[src/rtl/dcache_pkg.sv]
`default_nettype none

package dcache_pkg;

  // cache geometry
  localparam int WAY_CNT    = 2;
  localparam int SET_CNT    = 16;
  localparam int LINE_WORDS = 4;
  localparam int TAG_W      = 24;  // addr[31:8]

  typedef logic [31:0]      addr_t;
  typedef logic [31:0]      word_t;
  typedef logic [3:0]       strobe_t;
  typedef logic [TAG_W-1:0] tag_t;
  typedef logic [TAG_W:0]   tag_entry_t;  // {valid, tag}
  typedef logic [3:0]       set_idx_t;
  typedef logic [5:0]       dram_addr_t;  // {set, word offset}

  typedef enum logic [2:0] {
    LD_B,
    LD_BU,
    LD_H,
    LD_HU,
    LD_W
  } ld_type_e;

  typedef enum logic [1:0] {
    S_NORMAL,
    S_REFILL,
    S_UNCACHED_READ,
    S_WRITE
  } rport_state_e;

  typedef enum logic [1:0] {
    W_IDLE,
    W_REFILL,
    W_SINGLE,
    W_DONE
  } wport_state_e;

  function automatic set_idx_t addr_set(addr_t a);
    return a[7:4];
  endfunction

  function automatic dram_addr_t addr_dram(addr_t a);
    return a[7:2];
  endfunction

  function automatic tag_t addr_tag(addr_t a);
    return a[31:8];
  endfunction

endpackage

`default_nettype wire
[src/rtl/dcache_rport.sv]
`timescale 1ns/1ps
`default_nettype none

module dcache_rport
  import dcache_pkg::*;
(
  input  wire                        clk,
  input  wire                        rst_n,
  // core request
  input  wire                        req_valid_i,
  output logic                       req_ready_o,
  input  wire addr_t                 req_addr_i,
  input  wire                        req_write_i,
  input  wire ld_type_e              req_type_i,
  input  wire word_t                 req_wdata_i,
  input  wire strobe_t               req_strobe_i,
  input  wire                        req_uncached_i,
  output logic [31:0]                rdata_o,
  output logic                       rvalid_o,
  // RAM read side
  output logic [5:0]                 ram_raddr_o,
  output logic [3:0]                 tag_raddr_o,
  input  wire word_t [WAY_CNT-1:0]   way_rdata_i,
  input  wire tag_entry_t [WAY_CNT-1:0] way_tag_i,
  // RAM write side, snooped for forwarding
  input  wire strobe_t [WAY_CNT-1:0] data_we_i,
  input  wire dram_addr_t            data_waddr_i,
  input  wire word_t                 data_wdata_i,
  input  wire [WAY_CNT-1:0]          tag_we_i,
  input  wire set_idx_t              tag_waddr_i,
  input  wire tag_entry_t            tag_wdata_i,
  // write port handshake
  output logic                       refill_start_o,
  output logic                       uncached_start_o,
  output logic                       write_start_o,
  output logic [31:0]                op_addr_o,
  output logic [31:0]                op_wdata_o,
  output logic [3:0]                 op_strobe_o,
  output logic [WAY_CNT-1:0]         hit_wsel_o,
  input  wire                        op_done_i,
  input  wire word_t                 fill_word_i,
  input  wire                        fill_valid_i
);

  rport_state_e fsm_q, fsm_d;
  logic         fsm_busy;
  logic         sweep;
  logic         busy;
  logic         ex_fire;

  // M1 stage
  logic         m1_valid_q;
  addr_t        m1_addr_q;
  logic         m1_write_q;
  ld_type_e     m1_type_q;
  word_t        m1_wdata_q;
  strobe_t      m1_strobe_q;
  logic         m1_uncached_q;
  word_t [WAY_CNT-1:0]      m1_rdata;
  tag_entry_t [WAY_CNT-1:0] m1_tag;
  logic [WAY_CNT-1:0]       m1_hit;
  word_t        m1_word;

  // previous-cycle RAM writes
  strobe_t [WAY_CNT-1:0] data_we_q;
  dram_addr_t   data_waddr_q;
  word_t        data_wdata_q;
  logic [WAY_CNT-1:0] tag_we_q;
  set_idx_t     tag_waddr_q;
  tag_entry_t   tag_wdata_q;

  // M2 stage
  logic         m2_valid_q;
  addr_t        m2_addr_q;
  logic         m2_write_q;
  ld_type_e     m2_type_q;
  word_t        m2_wdata_q;
  strobe_t      m2_strobe_q;
  logic         m2_uncached_q;
  logic [WAY_CNT-1:0] m2_hit_q;
  word_t        m2_word_q;
  word_t        fill_q;
  word_t        m2_word;

  function automatic word_t fmt_load(word_t w, logic [1:0] off, ld_type_e t);
    word_t sh;
    sh = w >> {off, 3'b000};
    case (t)
      LD_B:    return {{24{sh[7]}}, sh[7:0]};
      LD_BU:   return {24'h0, sh[7:0]};
      LD_H:    return {{16{sh[15]}}, sh[15:0]};
      LD_HU:   return {16'h0, sh[15:0]};
      default: return w;
    endcase
  endfunction

  // only the reset sweep writes every tag way at once
  assign sweep       = &tag_we_i;
  assign busy        = fsm_busy || sweep;
  assign req_ready_o = !busy;
  assign ex_fire     = req_valid_i && req_ready_o;

  // M1 rereads its own line while stalled
  assign ram_raddr_o = addr_dram(busy ? m1_addr_q : req_addr_i);
  assign tag_raddr_o = addr_set(busy ? m1_addr_q : req_addr_i);

  always_ff @(posedge clk) begin
    if (!rst_n) begin
      m1_valid_q <= 1'b0;
    end else if (!busy) begin
      m1_valid_q <= ex_fire;
    end
  end

  always_ff @(posedge clk) begin
    if (!busy) begin
      m1_addr_q     <= req_addr_i;
      m1_write_q    <= req_write_i;
      m1_type_q     <= req_type_i;
      m1_wdata_q    <= req_wdata_i;
      m1_strobe_q   <= req_strobe_i;
      m1_uncached_q <= req_uncached_i;
    end
  end

  always_ff @(posedge clk) begin
    if (!rst_n) begin
      data_we_q <= '0;
      tag_we_q  <= '0;
    end else begin
      data_we_q <= data_we_i;
      tag_we_q  <= tag_we_i;
    end
  end

  always_ff @(posedge clk) begin
    data_waddr_q <= data_waddr_i;
    data_wdata_q <= data_wdata_i;
    tag_waddr_q  <= tag_waddr_i;
    tag_wdata_q  <= tag_wdata_i;
  end

  // forward RAM writes, current cycle wins over previous
  always_comb begin
    m1_rdata = way_rdata_i;
    m1_tag   = way_tag_i;
    m1_word  = '0;
    for (int w = 0; w < WAY_CNT; w++) begin
      for (int b = 0; b < 4; b++) begin
        if (data_we_q[w][b] && data_waddr_q == addr_dram(m1_addr_q)) begin
          m1_rdata[w][8*b +: 8] = data_wdata_q[8*b +: 8];
        end
        if (data_we_i[w][b] && data_waddr_i == addr_dram(m1_addr_q)) begin
          m1_rdata[w][8*b +: 8] = data_wdata_i[8*b +: 8];
        end
      end
      if (tag_we_q[w] && tag_waddr_q == addr_set(m1_addr_q)) begin
        m1_tag[w] = tag_wdata_q;
      end
      if (tag_we_i[w] && tag_waddr_i == addr_set(m1_addr_q)) begin
        m1_tag[w] = tag_wdata_i;
      end
      m1_hit[w] = m1_tag[w][TAG_W] && !m1_uncached_q &&
                  (m1_tag[w][TAG_W-1:0] == addr_tag(m1_addr_q));
      m1_word  |= m1_hit[w] ? m1_rdata[w] : '0;
    end
  end

  always_ff @(posedge clk) begin
    if (!rst_n) begin
      m2_valid_q <= 1'b0;
    end else if (!busy) begin
      m2_valid_q <= m1_valid_q;
    end
  end

  always_ff @(posedge clk) begin
    if (!busy) begin
      m2_addr_q     <= m1_addr_q;
      m2_write_q    <= m1_write_q;
      m2_type_q     <= m1_type_q;
      m2_wdata_q    <= m1_wdata_q;
      m2_strobe_q   <= m1_strobe_q;
      m2_uncached_q <= m1_uncached_q;
      m2_hit_q      <= m1_hit;
      m2_word_q     <= m1_word;
    end
    if (fill_valid_i) begin
      fill_q <= fill_word_i;
    end
  end

  always_ff @(posedge clk) begin
    if (!rst_n) begin
      fsm_q <= S_NORMAL;
    end else begin
      fsm_q <= fsm_d;
    end
  end

  always_comb begin
    fsm_d            = fsm_q;
    fsm_busy         = 1'b0;
    refill_start_o   = 1'b0;
    uncached_start_o = 1'b0;
    write_start_o    = 1'b0;
    case (fsm_q)
      S_NORMAL: begin
        if (m2_valid_q) begin
          if (m2_write_q) begin  // every store goes to memory
            write_start_o = 1'b1;
            fsm_d         = S_WRITE;
            fsm_busy      = 1'b1;
          end else if (m2_uncached_q) begin
            uncached_start_o = 1'b1;
            fsm_d            = S_UNCACHED_READ;
            fsm_busy         = 1'b1;
          end else if (!(|m2_hit_q)) begin
            refill_start_o = 1'b1;
            fsm_d          = S_REFILL;
            fsm_busy       = 1'b1;
          end
        end
      end
      default: begin
        if (op_done_i) begin
          fsm_d = S_NORMAL;  // retire this cycle
        end else begin
          fsm_busy = 1'b1;
        end
      end
    endcase
  end

  assign op_addr_o   = m2_addr_q;
  assign op_wdata_o  = m2_wdata_q;
  assign op_strobe_o = m2_strobe_q;
  assign hit_wsel_o  = write_start_o ? m2_hit_q : '0;

  // fill word after a refill or uncached read
  assign m2_word  = (fsm_q == S_NORMAL) ? m2_word_q : fill_q;
  assign rdata_o  = fmt_load(m2_word, m2_addr_q[1:0], m2_type_q);
  assign rvalid_o = m2_valid_q && !m2_write_q && !busy;

endmodule

`default_nettype wire

[config.mk]
export PLATFORM = sky130hd
export DESIGN_NAME = dcache_rport
export DESIGN_NICKNAME = d
export VERILOG_FILES = /design/src/rtl/dcache_pkg.sv /design/src/rtl/dcache_rport.sv
export SDC_FILE = /design/constraint.sdc
export NUM_CORES = 1
export LEC_CHECK = 0
export BUFFER_PORTS_ARGS = -buffer_cell sky130_fd_sc_hd__buf_2
export CORE_AREA = 2 2 164 166
export DETAILED_ROUTE_END_ITERATION = 7
export DIE_AREA = 0 0 166 168
export PLACE_DENSITY = 0.78
export SLEW_MARGIN = 20
export SYNTH_ARGS = -nofsm -noshare
export SYNTH_HDL_FRONTEND = slang
export SYNTH_SLANG_ARGS = --single-unit
[constraint.sdc]
create_clock -name clk -period 24.1 [get_ports clk]
set_input_delay 3.615 -clock clk [delete_from_list [all_inputs] [get_ports clk]]
set_output_delay 3.615 -clock clk [all_outputs]
set_load 0.005 [all_outputs]
-- Word-level counts from Yosys, hierarchy flattened
Cells that the tools add are included.
W data, S select, Z words.
- register bits after elaboration: 293
- input port bits: 301
- word-level logic and storage cells: 125
- equality and inequality tests: 11
- shift-type cells: 1
- muxes and demuxes: 49
- bitwise logic cells: 1
- reductions and logical operators: 37
- operators with widths (kind ; number):
    $mux W8 ; 17
    $pmux W32 S4 ; 1
    $mux W25 ; 4
    $mux W32 ; 3
    $eq A24 B24 Y1 ; 2
    $or A32 B32 Y32 ; 1
    $shr A32 B5 Y16 ; 1
    $logic_and A1 B1 Y1 ; 27
    $mux W1 ; 17
    $mux W2 ; 7
    $eq A6 B6 Y1 ; 2
    $eq A4 B4 Y1 ; 2
    $eq A3 B2 Y1 const B ; 2
    $ne A4 B4 Y1 const B ; 1
    $eq A3 B1 Y1 const B ; 1
    $logic_not A1 Y1 ; 3
    $logic_not A3 Y1 ; 1
    $reduce_and A3 Y1 ; 1
    $logic_not A2 Y1 ; 1
    $ne A2 B2 Y1 const B ; 1
    $reduce_and A2 Y1 ; 1
    $reduce_bool A2 Y1 ; 1
    $reduce_or A2 Y1 ; 1
    $logic_or A1 B1 Y1 ; 1

-- Logic depth before layout (Yosys ltp)
Gate-level depths: netlist of the first run.
- word-level depth: 9
- gate-level depth with buffers: 13

-- Worst setup path before layout of the first run
No wires, ideal clock.
- path type: in2out
- start: in op_done_i
- end: out tag_raddr_o[0]
- data arrival time: 9.978 ns
- data required time: 20.485 ns
- setup slack: 10.507 ns
- cell stages on the path: 6
- buffers on the path: 2
- cells stage by stage: nor2_1 a21oi_1 nor2b_1 clkbuf_1 mux2_2 buf_4
- word-level cells in the longest chain between the ends: 4
- ends and longest elaborated chain (what ; RTL line ; source):
    start: declaration ; dcache_rport.sv:40 ; input wire op_done_i,
    $mux W1 ; dcache_rport.sv:226 ; if (op_done_i) begin
    $mux W1 ; dcache_rport.sv:207 ; case (fsm_q)
    $logic_or A1 B1 Y1 ; dcache_rport.sv:99 ; assign busy = fsm_busy || sweep;
    $mux W8 ; - ;
    end: declaration ; dcache_rport.sv:22 ; output logic [3:0] tag_raddr_o,
Every way passes these cells.

-- Worst setup path in the final report of the first run
Ends and elaborated chain as after synthesis.

==> reports/metrics.yaml, run 1 <==
outcome:
  status: "finished clean"
setup_path:
  cp.required_ps: 20480
  start_kind: "primary input"
  cp_max_fo: 56
  critPathKind: "primary input to primary output"
  cp-end-kind: "primary output"
  arrival_ps: 6660
routing:
  viasPerCell: 5.69
  totalWireLength_um: 39200
  drt-initial-drc-count: 1164
  num_vias: 10553
  post-route-drc-count: 0
  ant_nets: 0
  firstDrtPassIters: 8
  wl_per_cell_um: 21.1
grt:
  grt-ovfl-total: 0
  grt_pass1_vias: 10092
  track_usage_pct: 26.8
  met2_usage_pct: 44.2
  grt_use_met1_pct: 34.1
  grt_pass1_wl_um: 57800
  globalRouteMet3Util_pct: 7.01
  antenna_found_initial: 18
  busiest_layer: "met2"
  grt_max_degree: 58
die:
  core_area_mm2: 0.0264
  dieHeight_um: 168
  die_area_mm2: 0.0279
  die_x_um: 166
  start_util_pct: 49.1
  io_pins: 418
  rows: 60
timing:
  final_min_period_over_clock_period_pct: 42.6
  finalSetupViolations: 0
  report.final.slew_viol_count: 0
  fmax_mhz: 97.4
  max_slew.worst_pin.slew_ps: 970
  rsz0062_at_grt: "false"
  period_needed_ps: 10270
  setup_tns_ps: 0
  fin_ws_ps: 13830
  final-hold-violation-count: 0
  finalClockSkew_ps: 18.9
  relSlewSlack_pct: 35.1
place:
  pre_cts_slack_ps: 13810
  gp_congestion: 0.966
  post-dp-hpwl_um: 28400
  placed_area_mm2: 0.0153
  io_buffers: 417
synth:
  syn_nets: 1374
  ys_ff_latch: 293
  netlist.area_leader.share_pct: 47.8
  synth_edf_count: 206
  avgSynthCellArea_um2: 12.1
  synth_cell_types: 64
  yosysTopAreaCell: "edfxtp_1"
  synth_ff_type: "edfxtp_1"
  synthArstFlopShare_pct: 0
  syn_area_mm2: 0.0129
  ys_warn_count: 0
  yosysSeqAreaShare_pct: 61.2
  synth_area_leaders: "edfxtp_1 (48%), dfxtp_1 (13%), mux2i_1 (9.3%)"
  synthCells: 1073
clocking:
  cts-buffers-inserted: 31
  clkTransAtPathRegs_ps: 60
  cts_hold_buf: 0
  clockBufferDepth: 3
  cts_tree: "built"
  cts-root-buf: "clkbuf_16"
  htree_levels: 1
  post_cts_resize_count: 0
  cts.sinks: 293
  clk-insertion-delay-late_ps: 570
  post_cts_buffers: 0
layout:
  nNetsFinal: 1774
  area_delta_synth_final_pct: 26.2
  layout-drive-gt1-share_pct: 33.2
  fin_area_mm2: 0.0163
worst_hold_path:
  hp-class: "flip-flop to flip-flop"
power_and_ir_drop:
  vdd_ir_drop_max_mv: 0.0874
  power_density_mw_per_mm2: 88.0
  p_leak_nw: 7.48
job:
  max-cap-violations: 0
-- cells in the final DEF (no fill, tap or decap), types with 16 or more instances in the layout --
cell       Yosys  routed
a211oi_1      16      16
xnor2_1       34      34
nand2_1       69      67
o21ai_0       23      23
inv_1         24      24
dfxtp_1       87      87
a22o_1        32      32
clkbuf_16      0      32
a21oi_1       88      88
edfxtp_1     206     206
mux2i_1      120     120
nor2_1        98      97
o22ai_1       30      30
buf_2         12     417
-- cell usage after synthesis (5+ instances only) --
cell type  number
a211oi_1       16
a21boi_1        9
a21oi_1        88
a22o_1         32
a31oi_1        12
and2_1         15
and3_1         13
buf_2          12
buf_4           7
clkbuf_1       33
dfxtp_1        87
edfxtp_1      206
inv_1          24
mux2_2          7
mux2i_1       120
nand2_1        69
nand2b_1        5
nand3_1         8
nand4_1        11
nor2_1         98
nor2b_1         8
nor3_1         14
o211ai_1        7
o21ai_0        23
o21ai_1        15
o22ai_1        30
xnor2_1        34
xor2_1         10
-- worst max-delay path, stage by stage --
cell and delay, ps:
buf_2 100, nor2_1 90, a21oi_1 210, nor2b_4 760, buf_4 610, buf_4 660, mux2_2 420, buf_2 130
-- final timing paths --
path / startpoint / endpoint / slack, ps / depth (start not counted)
worst max-delay path: op_done_i / tag_raddr_o[0] / 13830 / 8
worst min-delay path: m1_wdata_q[4] / op_wdata_o[4] / 420 / 0
worst max register to register: m1_addr_q[4] / m2_word_q[11] / 19560 / 10
worst min register to register: m1_wdata_q[4] / op_wdata_o[4] / 420 / 0
-- layer usage --
metal  vias up  wire [µm]
met3       103       3940
met1      4982      15000
met2       638      18600
li1       4822          -
met4         8       1620
met5         -         50
-- report_power, final --
group / leakage [nW] / internal [mW] / switching [mW]
sequential: 2.80 / 0.629 / 0.0441
combinational: 4.18 / 0.117 / 0.163
clock: 0.503 / 0.283 / 0.202
-- cell families (layout without fill, tap and decap cells) --
family	after synthesis	after routing	share of synthesized area, %
AO/OA/AOI/OAI	262	262	12.9
AND/OR/NAND/NOR	260	260	9.49
buffers and inverters	82	507	2.93
other	0	15	0
XOR/XNOR	48	48	3.48
multiplexers	128	128	9.97
flip-flops	293	293	61.2
-- sequential cells by signal (all words and copies together) (netlist names), 2 cells and up --
| signal | flops |
|---|---|
| tag_waddr_q | 4 |
| op_strobe_o | 4 |
| data_wdata_q | 32 |
| m1_strobe_q | 4 |
| fill_q | 32 |
| m1_addr_q | 32 |
| tag_wdata_q | 25 |
| m2_type_q | 3 |
| m2_word_q | 32 |
| m2_hit_q | 2 |
| data_we_q | 8 |
| fsm_q | 2 |
| m1_wdata_q | 32 |
| op_addr_o | 32 |
| data_waddr_q | 6 |
| m1_type_q | 3 |
| tag_we_q | 2 |
| op_wdata_o | 32 |
-- area by class of cell --
class	instances	area, µm²
repair buffers	424	2140
well taps	341	427
fillers	2125	10000
clock buffers	41	855
diodes	15	37.5
flip-flops and latches	293	7930
inverters	25	93.8
multi-input cells	698	4680
clock inverters	17	186
-- metrics by stage --
stage	hold slack (ps)	std cells	power (mW)	util, %
after floorplan	400	1073	0.836	-
after global placement	401	1781	0.949	57.9
after detailed placement	405	1781	0.957	57.9
after CTS	418	1839	1.44	61.9
after global routing	424	1851	1.49	62.0
final	416	1854	1.44	62.0
Power figures use the tool's default switching activity.
==> inputs of run 2 (changes only) <==
- ABC_AREA: not set -> 1
- CORE_AREA: 2 2 164 166 -> not set
- CORE_UTILIZATION: not set -> 47
- DIE_AREA: 0 0 166 168 -> not set
- PLACE_DENSITY: 0.78 -> 0.77
- clock period: 24.1 -> 8.8 ns (I/O delays scaled with it)
==> run 2 against run 1 <==
  * Cell count rose by 29%
  * Count of clock-buffer cells in the layout fell by 2
  * Register-to-register slack got worse by 15000 ps
  * Critical path type is now flip-flop to primary output
  * Clock skew fell by 10 ps
==> reports/metrics.yaml, run 2 <==
grt:
  grt_pass1_wl_um: 62800
  grt_max_degree: 65
  grt_pass1_vias: 11721
  grt-ovfl-total: 0
  antenna_found_initial: 12
  track_usage_pct: 26.4
synth:
  yosys.area_share.xor_xnor_pct: 0.626
  synth_area_leaders: "edfxtp_1 (44%), nand2_1 (13%), dfxtp_1 (12%)"
  netlist.area_leader.share_pct: 44.2
  ys_warn_count: 0
  yosysSeqAreaShare_pct: 56.6
  synth_compound_area_share_pct: 8.81
  avgSynthCellArea_um2: 8.75
  ys_ff_latch: 293
  yosys.area_share.adder_pct: 0
  synthArstFlopShare_pct: 0
  synth_cell_types: 43
  synth.area.mux_share_pct: 1.22
  synth_top_family_by_area: "simple AND/OR/NAND/NOR gates"
  synth-simple-area-share_pct: 25.1
  synth_edf_count: 206
  synth.most_common_cell: "nand2_1"
  syn_area_mm2: 0.0140
  syn_nets: 1900
  synth_ff_type: "edfxtp_1"
  yosysTopAreaCell: "edfxtp_1"
  synthCells: 1599
  synth_commonest_cells: "nand2_1 (481), edfxtp_1 (206), nand3_1 (189)"
setup_path:
  cp-end-kind: "primary output"
  r2r_slack_ps: 4830
  arrival_ps: 4340
  r2r_cells: 14
  cp.required_ps: 7480
  start_kind: "flip-flop"
  rr_startpoint: "m1_addr_q[5]"
  timing.rr.end: "m2_word_q[31]"
  cp_max_fo: 34
  critPathKind: "flip-flop to primary output"
routing:
  drt-initial-drc-count: 1161
  wl_per_cell_um: 17.3
  totalWireLength_um: 41600
  viasPerCell: 5.31
  ant_nets: 0
  num_vias: 12734
  post-route-drc-count: 0
  firstDrtPassIters: 5
layout:
  layout_commonest_cell: "nand2_1"
  layout-drive-gt1-share_pct: 25.2
  fillers: 2518
  postLayoutCoreUtil_pct: 59.6
  nNetsFinal: 2280
  fin_area_mm2: 0.0173
  final_cell_mix: "nand2_1 (481), buf_2 (417), edfxtp_1 (206)"
  area_delta_synth_final_pct: 23.5
  finalNonFillerCells: 2397
timing:
  period_needed_ps: 5660
  final-hold-violation-count: 0
  max_slew.worst_pin.slew_ps: 1040
  fmax_mhz: 177
  relSlewSlack_pct: 30.7
  finalSetupViolations: 0
  whs_ps: 419
  final_min_period_over_clock_period_pct: 64.4
  finalClockSkew_ps: 8.65
  setup_tns_ps: 0
  report.final.slew_viol_count: 0
  rsz0062_at_grt: "false"
outcome:
  status: "finished clean"
clocking:
  cts-root-buf: "clkbuf_16"
  cts_tree: "built"
  post_cts_resize_count: 0
  cts_hold_buf: 0
  htree_levels: 1
  clk-insertion-delay-late_ps: 560
  post_cts_buffers: 0
  cts.sinks: 293
  clockBufferDepth: 3
  clkTransAtPathRegs_ps: 60
  cts-buffers-inserted: 31
die:
  start_util_pct: 48.2
  io_pins: 418
  die_area_mm2: 0.0305
  core_area_mm2: 0.0290
  die_x_um: 175
  dieHeight_um: 175
  rows: 62
place:
  gp_congestion: 0.906
  io_buffers: 417
  placed_area_mm2: 0.0162
  dp.cells: 2330
  post-dp-hpwl_um: 30500
worst_hold_path:
  hp-class: "flip-flop to flip-flop"
  hold_start: "m1_wdata_q[13]"
  whs_path_depth: 0
  min_to: "op_wdata_o[13]"
power_and_ir_drop:
  p_leak_nw: 8.12
  power_density_mw_per_mm2: 267
  vdd_ir_drop_max_mv: 0.204
job:
  max-cap-violations: 0
-- run 2: cell types whose count changed after synthesis, sizes merged, moves of 32 or more --
cell,delta
nand2,+414
nand3,+183
inv,+148
o21ai,+148
mux2i,-103
a21oi,-80
nor2,-36
xnor2,-34
a22o,-32
-- run 2: area by class of cell --
class                           count  area [µm²]  share of cell area (%)
Timing Repair Buffer              422        2120                    12.3
Clock buffer                       39         878                    5.08
Inverter                          176         661                    3.82
Tap cell                          384         480                    2.78
Clock inverter                     19         186                    1.08
Multi-Input combinational cell   1055        5010                    29.0
Sequential cell                   293        7930                    45.8
Antenna cell                        9        22.5                   0.130
-- run 2: cells by family after synthesis --
logic type,Yosys count
XOR/XNOR,10
flip-flops,293
buffers and inverters,251
AND/OR/NAND/NOR,801
multiplexers,17
AO/OA/AOI/OAI,227
-- run 2: power breakdown --
part	switching, mW	internal (mW)
Clock	0.551	0.796
Combinational	0.809	0.443
Sequential	0.163	1.85
Total	1.52	3.09
-- run 2: critical path: stages, from the launching register on --
cell,delay [ps]
dfxtp_1,330
nor2_4,780
inv_1,560
or2_0,350
o21ai_0,130
o22ai_1,120
o21ai_1,170
nor3_1,130
a21oi_1,760
o21ai_0,240
buf_2,200
-- run 2: layer usage --
metal / GRT usage [%] / share of wire (%)
met5: 0 / 0.055
met4: 12.5 / 4.8
met3: 4.59 / 7.7
met2: 40.8 / 45
met1: 36.1 / 43
-- run 2: metrics by stage --
step / setup slack (ps) / total power, mW
after global routing: 2690 / 4.84
after global placement: 3880 / 3.25
after detailed placement: 3700 / 3.28
after floorplan: 2590 / 2.74
final: 3140 / 4.61
after CTS: 3090 / 4.63
-- run 2: how the worst max path moves through the flow --
stage                     start              to  slack (ps)  cells after the start
finish                 fsm_q[1]     rdata_o[30]        3140                     10
global route           fsm_q[1]     rdata_o[20]        2690                     10
CTS                    fsm_q[1]     rdata_o[30]        3090                     10
detailed placement     fsm_q[1]     rdata_o[30]        3700                     10
global placement    tag_we_i[1]  ram_raddr_o[1]        3880                      7
floorplan           tag_we_i[1]  tag_raddr_o[0]        2590                      6
